--- config.mk ---
export PLATFORM = sky130hd
export DESIGN_NAME = armPipe
export DESIGN_NICKNAME = d
export VERILOG_FILES = /design/src/verilog/pipePkg.sv /design/src/verilog/armPipe.sv /design/src/verilog/decodeStage.sv /design/src/verilog/executeStage.sv /design/src/verilog/fetchStage.sv /design/src/verilog/hazardUnit.sv
export SDC_FILE = /design/constraint.sdc
export NUM_CORES = 2
export LEC_CHECK = 0
export ABC_AREA = 1
export BUFFER_PORTS_ARGS = -buffer_cell sky130_fd_sc_hd__buf_2
export CORE_MARGIN = 3
export CORE_UTILIZATION = 45
export CTS_BUF_LIST = sky130_fd_sc_hd__clkbuf_4
export DETAILED_ROUTE_END_ITERATION = 12
export PLACE_DENSITY = 0.6
export SYNTH_ARGS = -nofsm -noshare
export SYNTH_HDL_FRONTEND = slang
export SYNTH_SLANG_ARGS = --single-unit
--- constraint.sdc ---
create_clock -name clk -period 4.1 [get_ports clk]
set_clock_uncertainty 0.15 [all_clocks]
set_input_delay 0.615 -clock clk [delete_from_list [all_inputs] [get_ports clk]]
set_output_delay 0.615 -clock clk [all_outputs]
set_load 0.05 [all_outputs]
--- src/verilog/pipePkg.sv ---
package pipePkg;

  // Datapath widths
  localparam int dataWidth    = 32;
  localparam int regAddrWidth = 4;

  typedef logic [dataWidth-1:0]    word_t;     // Data, address or instruction
  typedef logic [regAddrWidth-1:0] regAddr_t;  // Register number

  localparam regAddr_t pcRegNum = 4'd15;  // Reads as PC plus 8
  localparam word_t    pcStep   = 32'd4;  // One instruction

  typedef enum logic [1:0] {
    aluAdd,
    aluSub,
    aluAnd,
    aluOrr
  } aluOp_t;

  // Source of an execute operand
  typedef enum logic [1:0] {
    fwdNone,  // Register file value from decode
    fwdWb,    // Writeback result
    fwdMem    // ALU output in memory stage
  } fwdSel_t;

  // Instruction field positions
  localparam int opClassHi = 27;
  localparam int opClassLo = 26;
  localparam int immBit    = 25;  // Operand 2 is an immediate
  localparam int funcHi    = 24;
  localparam int funcLo    = 21;
  localparam int loadBit   = 20;  // LDR when set, STR when clear
  localparam int rnHi      = 19;
  localparam int rnLo      = 16;
  localparam int rdHi      = 15;
  localparam int rdLo      = 12;
  localparam int rmHi      = 3;
  localparam int rmLo      = 0;

  // Data processing function codes
  localparam logic [3:0] funcAnd = 4'd0;
  localparam logic [3:0] funcSub = 4'd2;
  localparam logic [3:0] funcAdd = 4'd4;
  localparam logic [3:0] funcOrr = 4'd12;
  localparam logic [3:0] funcMov = 4'd13;

  // Op classes
  localparam logic [1:0] classDp     = 2'd0;
  localparam logic [1:0] classMem    = 2'd1;
  localparam logic [1:0] classBranch = 2'd2;

  // Class 3 is unused and decodes to a no-write bubble
  localparam word_t nopInstr = 32'h0C00_0000;

endpackage
--- src/verilog/armPipe.sv ---
module armPipe (
  input  logic           clk,
  input  logic           arstN,
  input  pipePkg::word_t instrF,       // Instruction ROM data, same cycle
  input  pipePkg::word_t memReadData,  // Data RAM read, same cycle
  output pipePkg::word_t pcF,
  output pipePkg::word_t memAddr,
  output pipePkg::word_t memWriteData,
  output logic           memWrite
);

  // Hazard controls
  logic              stallF;
  logic              stallD;
  logic              flushD;
  logic              flushE;
  pipePkg::fwdSel_t  forwardAE;
  pipePkg::fwdSel_t  forwardBE;

  // Fetch to decode
  pipePkg::word_t    pcPlus4F;
  pipePkg::word_t    instrD;
  pipePkg::regAddr_t rn1D;
  pipePkg::regAddr_t rn2D;

  // Decode to execute
  pipePkg::word_t    srcAE;
  pipePkg::word_t    srcBE;
  pipePkg::word_t    immE;
  pipePkg::regAddr_t rn1E;
  pipePkg::regAddr_t rn2E;
  pipePkg::regAddr_t destE;
  pipePkg::aluOp_t   aluOpE;
  logic              aluSrcE;
  logic              regWriteE;
  logic              memWriteE;
  logic              memToRegE;
  logic              branchE;

  // Execute back to fetch and decode
  logic              branchTakenE;
  pipePkg::word_t    branchTargetE;
  pipePkg::regAddr_t destM;
  pipePkg::regAddr_t destW;
  logic              regWriteM;
  logic              regWriteW;
  pipePkg::word_t    resultW;

  fetchStage uFetch (
    .clk          (clk),
    .arstN        (arstN),
    .stallF       (stallF),
    .stallD       (stallD),
    .flushD       (flushD),
    .branchTakenE (branchTakenE),
    .branchTargetE(branchTargetE),
    .instrF       (instrF),
    .pcF          (pcF),
    .pcPlus4F     (pcPlus4F),
    .instrD       (instrD)
  );

  decodeStage uDecode (
    .clk      (clk),
    .arstN    (arstN),
    .flushE   (flushE),
    .instrD   (instrD),
    .pcPlus4F (pcPlus4F),   // PC plus 8 of the decode instruction
    .regWriteW(regWriteW),
    .writeRegW(destW),
    .resultW  (resultW),
    .rn1D     (rn1D),
    .rn2D     (rn2D),
    .srcAE    (srcAE),
    .srcBE    (srcBE),
    .immE     (immE),
    .rn1E     (rn1E),
    .rn2E     (rn2E),
    .destE    (destE),
    .aluOpE   (aluOpE),
    .aluSrcE  (aluSrcE),
    .regWriteE(regWriteE),
    .memWriteE(memWriteE),
    .memToRegE(memToRegE),
    .branchE  (branchE)
  );

  executeStage uExecute (
    .clk          (clk),
    .arstN        (arstN),
    .srcAE        (srcAE),
    .srcBE        (srcBE),
    .immE         (immE),
    .destE        (destE),
    .aluOpE       (aluOpE),
    .aluSrcE      (aluSrcE),
    .regWriteE    (regWriteE),
    .memWriteE    (memWriteE),
    .memToRegE    (memToRegE),
    .branchE      (branchE),
    .forwardAE    (forwardAE),
    .forwardBE    (forwardBE),
    .memReadData  (memReadData),
    .branchTakenE (branchTakenE),
    .branchTargetE(branchTargetE),
    .memAddr      (memAddr),
    .memWriteData (memWriteData),
    .memWrite     (memWrite),
    .destM        (destM),
    .destW        (destW),
    .regWriteM    (regWriteM),
    .regWriteW    (regWriteW),
    .resultW      (resultW)
  );

  hazardUnit uHazard (
    .rn1D        (rn1D),
    .rn2D        (rn2D),
    .rn1E        (rn1E),
    .rn2E        (rn2E),
    .destE       (destE),
    .destM       (destM),
    .destW       (destW),
    .regWriteM   (regWriteM),
    .regWriteW   (regWriteW),
    .memToRegE   (memToRegE),   // Load in execute
    .branchTakenE(branchTakenE),
    .forwardAE   (forwardAE),
    .forwardBE   (forwardBE),
    .stallF      (stallF),
    .stallD      (stallD),
    .flushD      (flushD),
    .flushE      (flushE)
  );

endmodule

--- src/verilog/decodeStage.sv ---
module decodeStage (
  input  logic              clk,
  input  logic              arstN,
  input  logic              flushE,
  input  pipePkg::word_t    instrD,
  input  pipePkg::word_t    pcPlus4F,
  input  logic              regWriteW,
  input  pipePkg::regAddr_t writeRegW,
  input  pipePkg::word_t    resultW,
  output pipePkg::regAddr_t rn1D,
  output pipePkg::regAddr_t rn2D,
  output pipePkg::word_t    srcAE,
  output pipePkg::word_t    srcBE,
  output pipePkg::word_t    immE,
  output pipePkg::regAddr_t rn1E,
  output pipePkg::regAddr_t rn2E,
  output pipePkg::regAddr_t destE,
  output pipePkg::aluOp_t   aluOpE,
  output logic              aluSrcE,
  output logic              regWriteE,
  output logic              memWriteE,
  output logic              memToRegE,
  output logic              branchE
);

  logic [1:0]        opClass;
  logic [3:0]        func;
  logic              immFlag;
  logic              loadFlag;
  pipePkg::regAddr_t rdField;
  pipePkg::word_t    regs [16];
  pipePkg::word_t    rd1;
  pipePkg::word_t    rd2;
  pipePkg::word_t    immD;
  pipePkg::aluOp_t   aluOpD;
  logic              aluSrcD;
  logic              regWriteD;
  logic              memWriteD;
  logic              memToRegD;
  logic              branchD;
  logic              movD;

  assign opClass  = instrD[pipePkg::opClassHi:pipePkg::opClassLo];
  assign immFlag  = instrD[pipePkg::immBit];
  assign func     = instrD[pipePkg::funcHi:pipePkg::funcLo];
  assign loadFlag = instrD[pipePkg::loadBit];
  assign rdField  = instrD[pipePkg::rdHi:pipePkg::rdLo];  // Destination, or store data

  // Main decoder
  always_comb begin
    aluOpD    = pipePkg::aluAdd;
    aluSrcD   = 1'b0;
    regWriteD = 1'b0;
    memWriteD = 1'b0;
    memToRegD = 1'b0;
    branchD   = 1'b0;
    movD      = 1'b0;
    case (opClass)
      pipePkg::classDp: begin
        aluSrcD   = immFlag;
        regWriteD = 1'b1;
        case (func)
          pipePkg::funcAdd: aluOpD = pipePkg::aluAdd;
          pipePkg::funcSub: aluOpD = pipePkg::aluSub;
          pipePkg::funcAnd: aluOpD = pipePkg::aluAnd;
          pipePkg::funcOrr: aluOpD = pipePkg::aluOrr;
          pipePkg::funcMov: movD   = 1'b1;  // Zero plus operand B
          default:          regWriteD = 1'b0;  // Unknown opcode acts as NOP
        endcase
      end
      pipePkg::classMem: begin
        aluSrcD   = 1'b1;  // Base plus 12-bit offset
        regWriteD = loadFlag;
        memToRegD = loadFlag;
        memWriteD = !loadFlag;
      end
      pipePkg::classBranch: begin
        aluSrcD = 1'b1;  // PC plus 8 plus word offset
        branchD = 1'b1;
      end
      default: ;  // Bubble
    endcase
  end

  // Source registers, unused sources park on R15 which never forwards
  always_comb begin
    rn1D = instrD[pipePkg::rnHi:pipePkg::rnLo];
    rn2D = instrD[pipePkg::rmHi:pipePkg::rmLo];
    if (branchD || movD) begin
      rn1D = pipePkg::pcRegNum;
    end
    if (memWriteD) begin
      rn2D = rdField;  // STR data
    end else if (aluSrcD) begin
      rn2D = pipePkg::pcRegNum;
    end
  end

  // Falling-edge write gives write-through to decode reads
  always_ff @(negedge clk) begin
    if (regWriteW) begin
      regs[writeRegW] <= resultW;
    end
  end

  assign rd1 = (rn1D == pipePkg::pcRegNum) ? pcPlus4F : regs[rn1D];
  assign rd2 = (rn2D == pipePkg::pcRegNum) ? pcPlus4F : regs[rn2D];

  // Immediate extension
  always_comb begin
    case (opClass)
      pipePkg::classMem:    immD = {20'b0, instrD[11:0]};
      pipePkg::classBranch: immD = {{6{instrD[23]}}, instrD[23:0], 2'b00};  // Word offset
      default:              immD = {24'b0, instrD[7:0]};
    endcase
  end

  // Decode/execute controls, flush inserts a bubble
  always_ff @(posedge clk or negedge arstN) begin
    if (!arstN) begin
      aluOpE    <= pipePkg::aluAdd;
      aluSrcE   <= 1'b0;
      regWriteE <= 1'b0;
      memWriteE <= 1'b0;
      memToRegE <= 1'b0;
      branchE   <= 1'b0;
      rn1E      <= '0;
      rn2E      <= '0;
      destE     <= '0;
    end else begin
      aluOpE    <= aluOpD;
      aluSrcE   <= aluSrcD;
      regWriteE <= regWriteD && !flushE;
      memWriteE <= memWriteD && !flushE;
      memToRegE <= memToRegD && !flushE;
      branchE   <= branchD && !flushE;
      rn1E      <= rn1D;
      rn2E      <= rn2D;
      destE     <= rdField;
    end
  end

  // Operand payload
  always_ff @(posedge clk) begin
    srcAE <= movD ? '0 : rd1;  // MOV adds to zero
    srcBE <= rd2;
    immE  <= immD;
  end

endmodule

--- src/verilog/executeStage.sv ---
module executeStage (
  input  logic              clk,
  input  logic              arstN,
  input  pipePkg::word_t    srcAE,
  input  pipePkg::word_t    srcBE,
  input  pipePkg::word_t    immE,
  input  pipePkg::regAddr_t destE,
  input  pipePkg::aluOp_t   aluOpE,
  input  logic              aluSrcE,
  input  logic              regWriteE,
  input  logic              memWriteE,
  input  logic              memToRegE,
  input  logic              branchE,
  input  pipePkg::fwdSel_t  forwardAE,
  input  pipePkg::fwdSel_t  forwardBE,
  input  pipePkg::word_t    memReadData,
  output logic              branchTakenE,
  output pipePkg::word_t    branchTargetE,
  output pipePkg::word_t    memAddr,
  output pipePkg::word_t    memWriteData,
  output logic              memWrite,
  output pipePkg::regAddr_t destM,
  output pipePkg::regAddr_t destW,
  output logic              regWriteM,
  output logic              regWriteW,
  output pipePkg::word_t    resultW
);

  pipePkg::word_t opA;
  pipePkg::word_t writeDataE;  // Forwarded B, also store data
  pipePkg::word_t opB;
  pipePkg::word_t aluResultE;
  pipePkg::word_t aluOutM;
  pipePkg::word_t aluOutW;
  pipePkg::word_t readDataW;
  logic           memToRegM;
  logic           memToRegW;

  // Operand bypass
  function automatic pipePkg::word_t pickOperand(input pipePkg::fwdSel_t sel,
                                                 input pipePkg::word_t  regVal,
                                                 input pipePkg::word_t  memVal,
                                                 input pipePkg::word_t  wbVal);
    case (sel)
      pipePkg::fwdMem: return memVal;
      pipePkg::fwdWb:  return wbVal;
      default:         return regVal;
    endcase
  endfunction

  assign opA        = pickOperand(forwardAE, srcAE, aluOutM, resultW);
  assign writeDataE = pickOperand(forwardBE, srcBE, aluOutM, resultW);
  assign opB        = aluSrcE ? immE : writeDataE;

  // ALU
  always_comb begin
    case (aluOpE)
      pipePkg::aluSub: aluResultE = opA - opB;
      pipePkg::aluAnd: aluResultE = opA & opB;
      pipePkg::aluOrr: aluResultE = opA | opB;
      default:         aluResultE = opA + opB;  // ADD, MOV, address, target
    endcase
  end

  assign branchTakenE  = branchE;  // All branches unconditional
  assign branchTargetE = aluResultE;

  // Execute/memory and memory/writeback controls
  always_ff @(posedge clk or negedge arstN) begin
    if (!arstN) begin
      regWriteM <= 1'b0;
      memWrite  <= 1'b0;
      memToRegM <= 1'b0;
      destM     <= '0;
      regWriteW <= 1'b0;
      memToRegW <= 1'b0;
      destW     <= '0;
    end else begin
      regWriteM <= regWriteE;
      memWrite  <= memWriteE;
      memToRegM <= memToRegE;
      destM     <= destE;
      regWriteW <= regWriteM;
      memToRegW <= memToRegM;
      destW     <= destM;
    end
  end

  // Data payload
  always_ff @(posedge clk) begin
    aluOutM      <= aluResultE;
    memWriteData <= writeDataE;
    aluOutW      <= aluOutM;
    readDataW    <= memReadData;  // Load data captured at end of memory stage
  end

  assign memAddr = aluOutM;
  assign resultW = memToRegW ? readDataW : aluOutW;

endmodule

--- src/verilog/fetchStage.sv ---
module fetchStage (
  input  logic           clk,
  input  logic           arstN,
  input  logic           stallF,
  input  logic           stallD,
  input  logic           flushD,
  input  logic           branchTakenE,
  input  pipePkg::word_t branchTargetE,
  input  pipePkg::word_t instrF,
  output pipePkg::word_t pcF,
  output pipePkg::word_t pcPlus4F,
  output pipePkg::word_t instrD
);

  pipePkg::word_t pcNext;

  // Seen from decode this is PC plus 8
  assign pcPlus4F = pcF + pipePkg::pcStep;
  assign pcNext   = branchTakenE ? branchTargetE : pcPlus4F;  // Branch resolved in execute

  // Program counter
  always_ff @(posedge clk or negedge arstN) begin
    if (!arstN) begin
      pcF <= '0;
    end else if (!stallF) begin  // Held during load-use
      pcF <= pcNext;
    end
  end

  // Fetch/decode instruction register
  always_ff @(posedge clk or negedge arstN) begin
    if (!arstN) begin
      instrD <= pipePkg::nopInstr;  // Start as bubble
    end else if (flushD) begin
      instrD <= pipePkg::nopInstr;  // Drop wrong-path fetch
    end else if (!stallD) begin
      instrD <= instrF;
    end
  end

endmodule

--- src/verilog/hazardUnit.sv ---
module hazardUnit (
  input  pipePkg::regAddr_t rn1D,
  input  pipePkg::regAddr_t rn2D,
  input  pipePkg::regAddr_t rn1E,
  input  pipePkg::regAddr_t rn2E,
  input  pipePkg::regAddr_t destE,
  input  pipePkg::regAddr_t destM,
  input  pipePkg::regAddr_t destW,
  input  logic              regWriteM,
  input  logic              regWriteW,
  input  logic              memToRegE,
  input  logic              branchTakenE,
  output pipePkg::fwdSel_t  forwardAE,
  output pipePkg::fwdSel_t  forwardBE,
  output logic              stallF,
  output logic              stallD,
  output logic              flushD,
  output logic              flushE
);

  logic loadUse;

  // Memory stage is younger so it wins over writeback
  function automatic pipePkg::fwdSel_t pickForward(input pipePkg::regAddr_t srcReg,
                                                   input pipePkg::regAddr_t memDest,
                                                   input pipePkg::regAddr_t wbDest,
                                                   input logic              memWr,
                                                   input logic              wbWr);
    if (srcReg == pipePkg::pcRegNum) begin
      return pipePkg::fwdNone;  // R15 is always PC plus 8
    end else if (memWr && memDest == srcReg) begin
      return pipePkg::fwdMem;
    end else if (wbWr && wbDest == srcReg) begin
      return pipePkg::fwdWb;
    end
    return pipePkg::fwdNone;
  endfunction

  assign forwardAE = pickForward(rn1E, destM, destW, regWriteM, regWriteW);
  assign forwardBE = pickForward(rn2E, destM, destW, regWriteM, regWriteW);

  // Load result not ready until writeback
  assign loadUse = memToRegE &&
                   ((destE == rn1D && rn1D != pipePkg::pcRegNum) ||
                    (destE == rn2D && rn2D != pipePkg::pcRegNum));

  assign stallF = loadUse;
  assign stallD = loadUse;
  assign flushD = branchTakenE;             // Squash fetch slot
  assign flushE = branchTakenE || loadUse;  // Squash decode slot or insert bubble

endmodule

==> results.md <==
* Status: complete, but fails checks
* Failing checks: setup timing
* Yosys warns at 0
* Gr usage total at 34.3%
* Most frequent cells in the layout: inv_1, nand2_1, edfxtp_1
* Crit path buf inv count at 6
* RSZ-0062 raised after global routing: yes
* Clk_lat worst skew at 1.14 ns
* TNS Setup at -15.25 ns
* Final worst path period need at 4.74 ns
* Mux cell area share after synthesis at 0%
* Launch point of the worst reg-to-reg path: uDecode.rn2E[3]
* Hold Fails Final Rpt at 0
* Slew headroom at 28.9%
* Worst reg2reg path depth at 35
* Post-synth EDFFs at 500
* CTS Buf Count at 218
* Final nets at 5,646
* DIE AREA at 90,800 um^2
* Adder-cell share of the synthesized area at 1.39%
* Hold Crit Depth at 4
* Syn Nets at 4,391
* Vias at 39,063
* WHS Endpoint: uFetch.instrD[15]
* Gpl congestion at 0.952
* H-tree Lvls at 4
* Top cell by count, worst path: nand2_1
* Share of layout cells above drive strength 1 at 24.4%
* Post-synth ARST share at 11.4%
* Fin cells at 6,860
* Cell Pwr Density at 761 nW/um^2
* Synthesized flop and latch total at 810
* Antenna violations before repair at 4
* Worst setup EP type: flip-flop
* Ys flop type: edfxtp_1
* Layout area overhead at 32.2%
* Crit path max-delay family: simple AND/OR/NAND/NOR gates
* Starting Density at 45.7%
* Hold Path Class: in -> reg
* Worst IR Drop VDD at 0.588 mV
* DIE WIDTH at 301 um
* Biggest cell delay along the critical path at 0.43 ns
* DRC at 0
* Clock slew at reported path FFs at 0.06 ns
* Crit Path Category: reg -> reg
* Routed WL at 159 mm
* HPWL Detailed at 107 mm
* Rows at 107
* Worst Path Max Fanout at 11
* Vias in the first global route at 38,232
* Worst hold start: instrF[15]
* Pin count of the biggest net entering global routing at 100
* Post-synthesis cell count at 4,282
* Commonest non-fill, non-tap cell in the layout: inv_1
* Startpoint types: flip-flop
* Fin crit share at 115%
* Wire per inst at 23.2 um
* Fin worst setup slack at -0.635 ns
* Post-synthesis compound-gate area fraction at 18.9%
* Fmax at 0.211 GHz
* Die Height at 301 um
* Post-Synth XOR/XNOR Area at 1.45%
* Max cap viols at 0
* Synth cell types at 71
* Flop2flop setup slack at -0.64 ns
* Core area at 85,800 um^2
* IO Port Bufs at 158
* Max Root-Sink Buffers at 3
* CTS tree: yes
* Root buf cell: clkbuf_4
* Drt via density at 5.69
* Seq/Total Area, Yosys at 55.3%
* Syn avg cell area at 9.17 um^2
* Largest family of logic cells by synthesized area: compound AO/OA/AOI/OAI gates
* Worst-Margin Slew at 1.06 ns
* Routed Antenna Nets at 0
* I/O Pins at 163
* Pre-antenna DRT Iters at 7
* Required @ worst endpoint at 4.93 ns
* Endpoints failing setup at 45
* GRT overflow at 0
* 1st-iter DRT viols at 4,568
* First-pass GRT wire length at 230 mm
* Layout fillers at 7,629
* Placed cells at 5,819
* Final Max Tran Viols at 0
* Dpl cell area at 44,900 um^2
* Critical Path AT at 5.56 ns
* Mapped Area at 39,200 um^2
* Crit path max-delay cell type: dfrtp_1
* Reg2reg end: uFetch.pcF[31]
* Pleak at 23.4 nW
* Synth Area in Simple Gates at 16.9%
* Number of clock sinks at 810
* Design area at 51,900 um^2
## sequential cells by signal, indices dropped and copies added (netlist names), 26 cells and up
signal and count:
uDecode.immE 26, uDecode.regs 500, uDecode.srcAE 32, uDecode.srcBE 32, uExecute.aluOutW 32, uExecute.memAddr 32, uExecute.memWriteData 32, uExecute.readDataW 32
uFetch.instrD 28, uFetch.pcF 32
## power breakdown
group	internal [mW]	switching (mW)	total (mW)
sequential	10.7	1.00	11.7
clock	3.88	4.77	8.65
combinational	7.00	12.2	19.2
total	21.5	18.0	39.5
## worst max-delay path by stage
| stage | cells past startpoint | slack [ns] | start | endpoint |
|---|---|---|---|---|
| final | 35 | -0.64 | uDecode.rn2E[3] | uFetch.pcF[31] |
| after global routing | 35 | -0.86 | uDecode.rn2E[3] | uFetch.pcF[31] |
| after CTS | 36 | -0.52 | uDecode.rn2E[1] | uFetch.pcF[31] |
| after detailed placement | 27 | -0.82 | uDecode.rn2E[3] | uFetch.pcF[26] |
| after global placement | 28 | -0.96 | uDecode.rn2E[3] | uFetch.pcF[11] |
| after floorplan | 3 | -0.51 | uExecute.destW[3] | uDecode.regs[0][0] |
## cell type report
cell class / instances / area [um^2] / area share (%)
flip-flops and latches: 810 / 21700 / 41.8
multi-input cells: 2867 / 16500 / 31.7
repair buffers: 793 / 6480 / 12.5
clock inverters: 626 / 2510 / 4.83
clock buffers: 261 / 1960 / 3.78
well taps: 1144 / 1430 / 2.76
inverters: 347 / 1330 / 2.56
diodes: 12 / 30.0 / 0.0579
## cells in the mapped netlist, types with 13 or more instances
| cell | count | area share (%) |
|---|---|---|
| a21oi_1 | 173 | 2.2 |
| a31oi_1 | 25 | 0.40 |
| a32o_1 | 34 | 0.87 |
| a41oi_1 | 31 | 0.69 |
| buf_2 | 26 | 0.33 |
| clkbuf_1 | 211 | 2.0 |
| dfrtp_1 | 90 | 5.7 |
| dfxtp_1 | 218 | 11 |
| edfxtp_1 | 500 | 38 |
| ha_1 | 42 | 1.3 |
| inv_1 | 312 | 3.0 |
| inv_2 | 28 | 0.27 |
| nand2_1 | 841 | 8.0 |
| nand2_2 | 16 | 0.26 |
| nand3_1 | 192 | 2.4 |
| nand3_2 | 13 | 0.33 |
| nand4_1 | 14 | 0.22 |
| nor2_1 | 361 | 3.5 |
| o211ai_1 | 111 | 2.1 |
| o21ai_0 | 518 | 6.6 |
| o21ai_1 | 24 | 0.31 |
| o21bai_1 | 46 | 0.88 |
| o221ai_1 | 40 | 0.89 |
| o22ai_1 | 103 | 1.6 |
| o311ai_0 | 23 | 0.51 |
| or2_2 | 53 | 0.84 |
| xnor2_1 | 25 | 0.56 |
| xor2_1 | 40 | 0.89 |
## timing repair
item,CTS,global route
gates resized for setup,121,174
buffers inserted,13,30
gates cloned,0,1
hold endpoints to repair,150,0
pin swaps,33,61
endpoints found under the setup margin,53,65
hold buffers,101,0
## metrics by stage
stage / hold WS, ns / worst slack [ns] / total power, mW / util (%)
after floorplan: 0.169 / -0.509 / 21.1 / -
after global placement: 0.186 / -0.957 / 29.2 / 52.4
after detailed placement: 0.193 / -0.818 / 29.2 / 52.4
after CTS: 0.00129 / -0.522 / 38.2 / 59.4
after global routing: 0.0341 / -0.856 / 41.8 / 60.5
final: 0.0848 / -0.635 / 39.5 / 60.5
## routing by layer
metal,GRT usage (%),vias to the layer above,wire (um),part of all wire [%]
met5,0,-,0,0
met4,19.2,0,8150,5.1
met3,7.93,440,17000,11
met2,51.9,2343,71300,45
met1,45.5,18566,62900,39
li1,-,17714,-,-
## logic make-up (layout without fill, tap and decap cells)
kind of cell    Yosys count  after routing
simple gates           1552           1553
compound gates         1206           1206
flops                   810            810
buf+inv                 606           2027
xor+xnor                 65             65
fa+ha+maj                43             43
other cells               0             12
## tightest hold or removal path, delay by kind of cell
kind,cells,cell delay (ns)
AND/OR/NAND/NOR,2,0.08
buffers and inverters,2,0.60
Power figures use the tool's default switching activity.
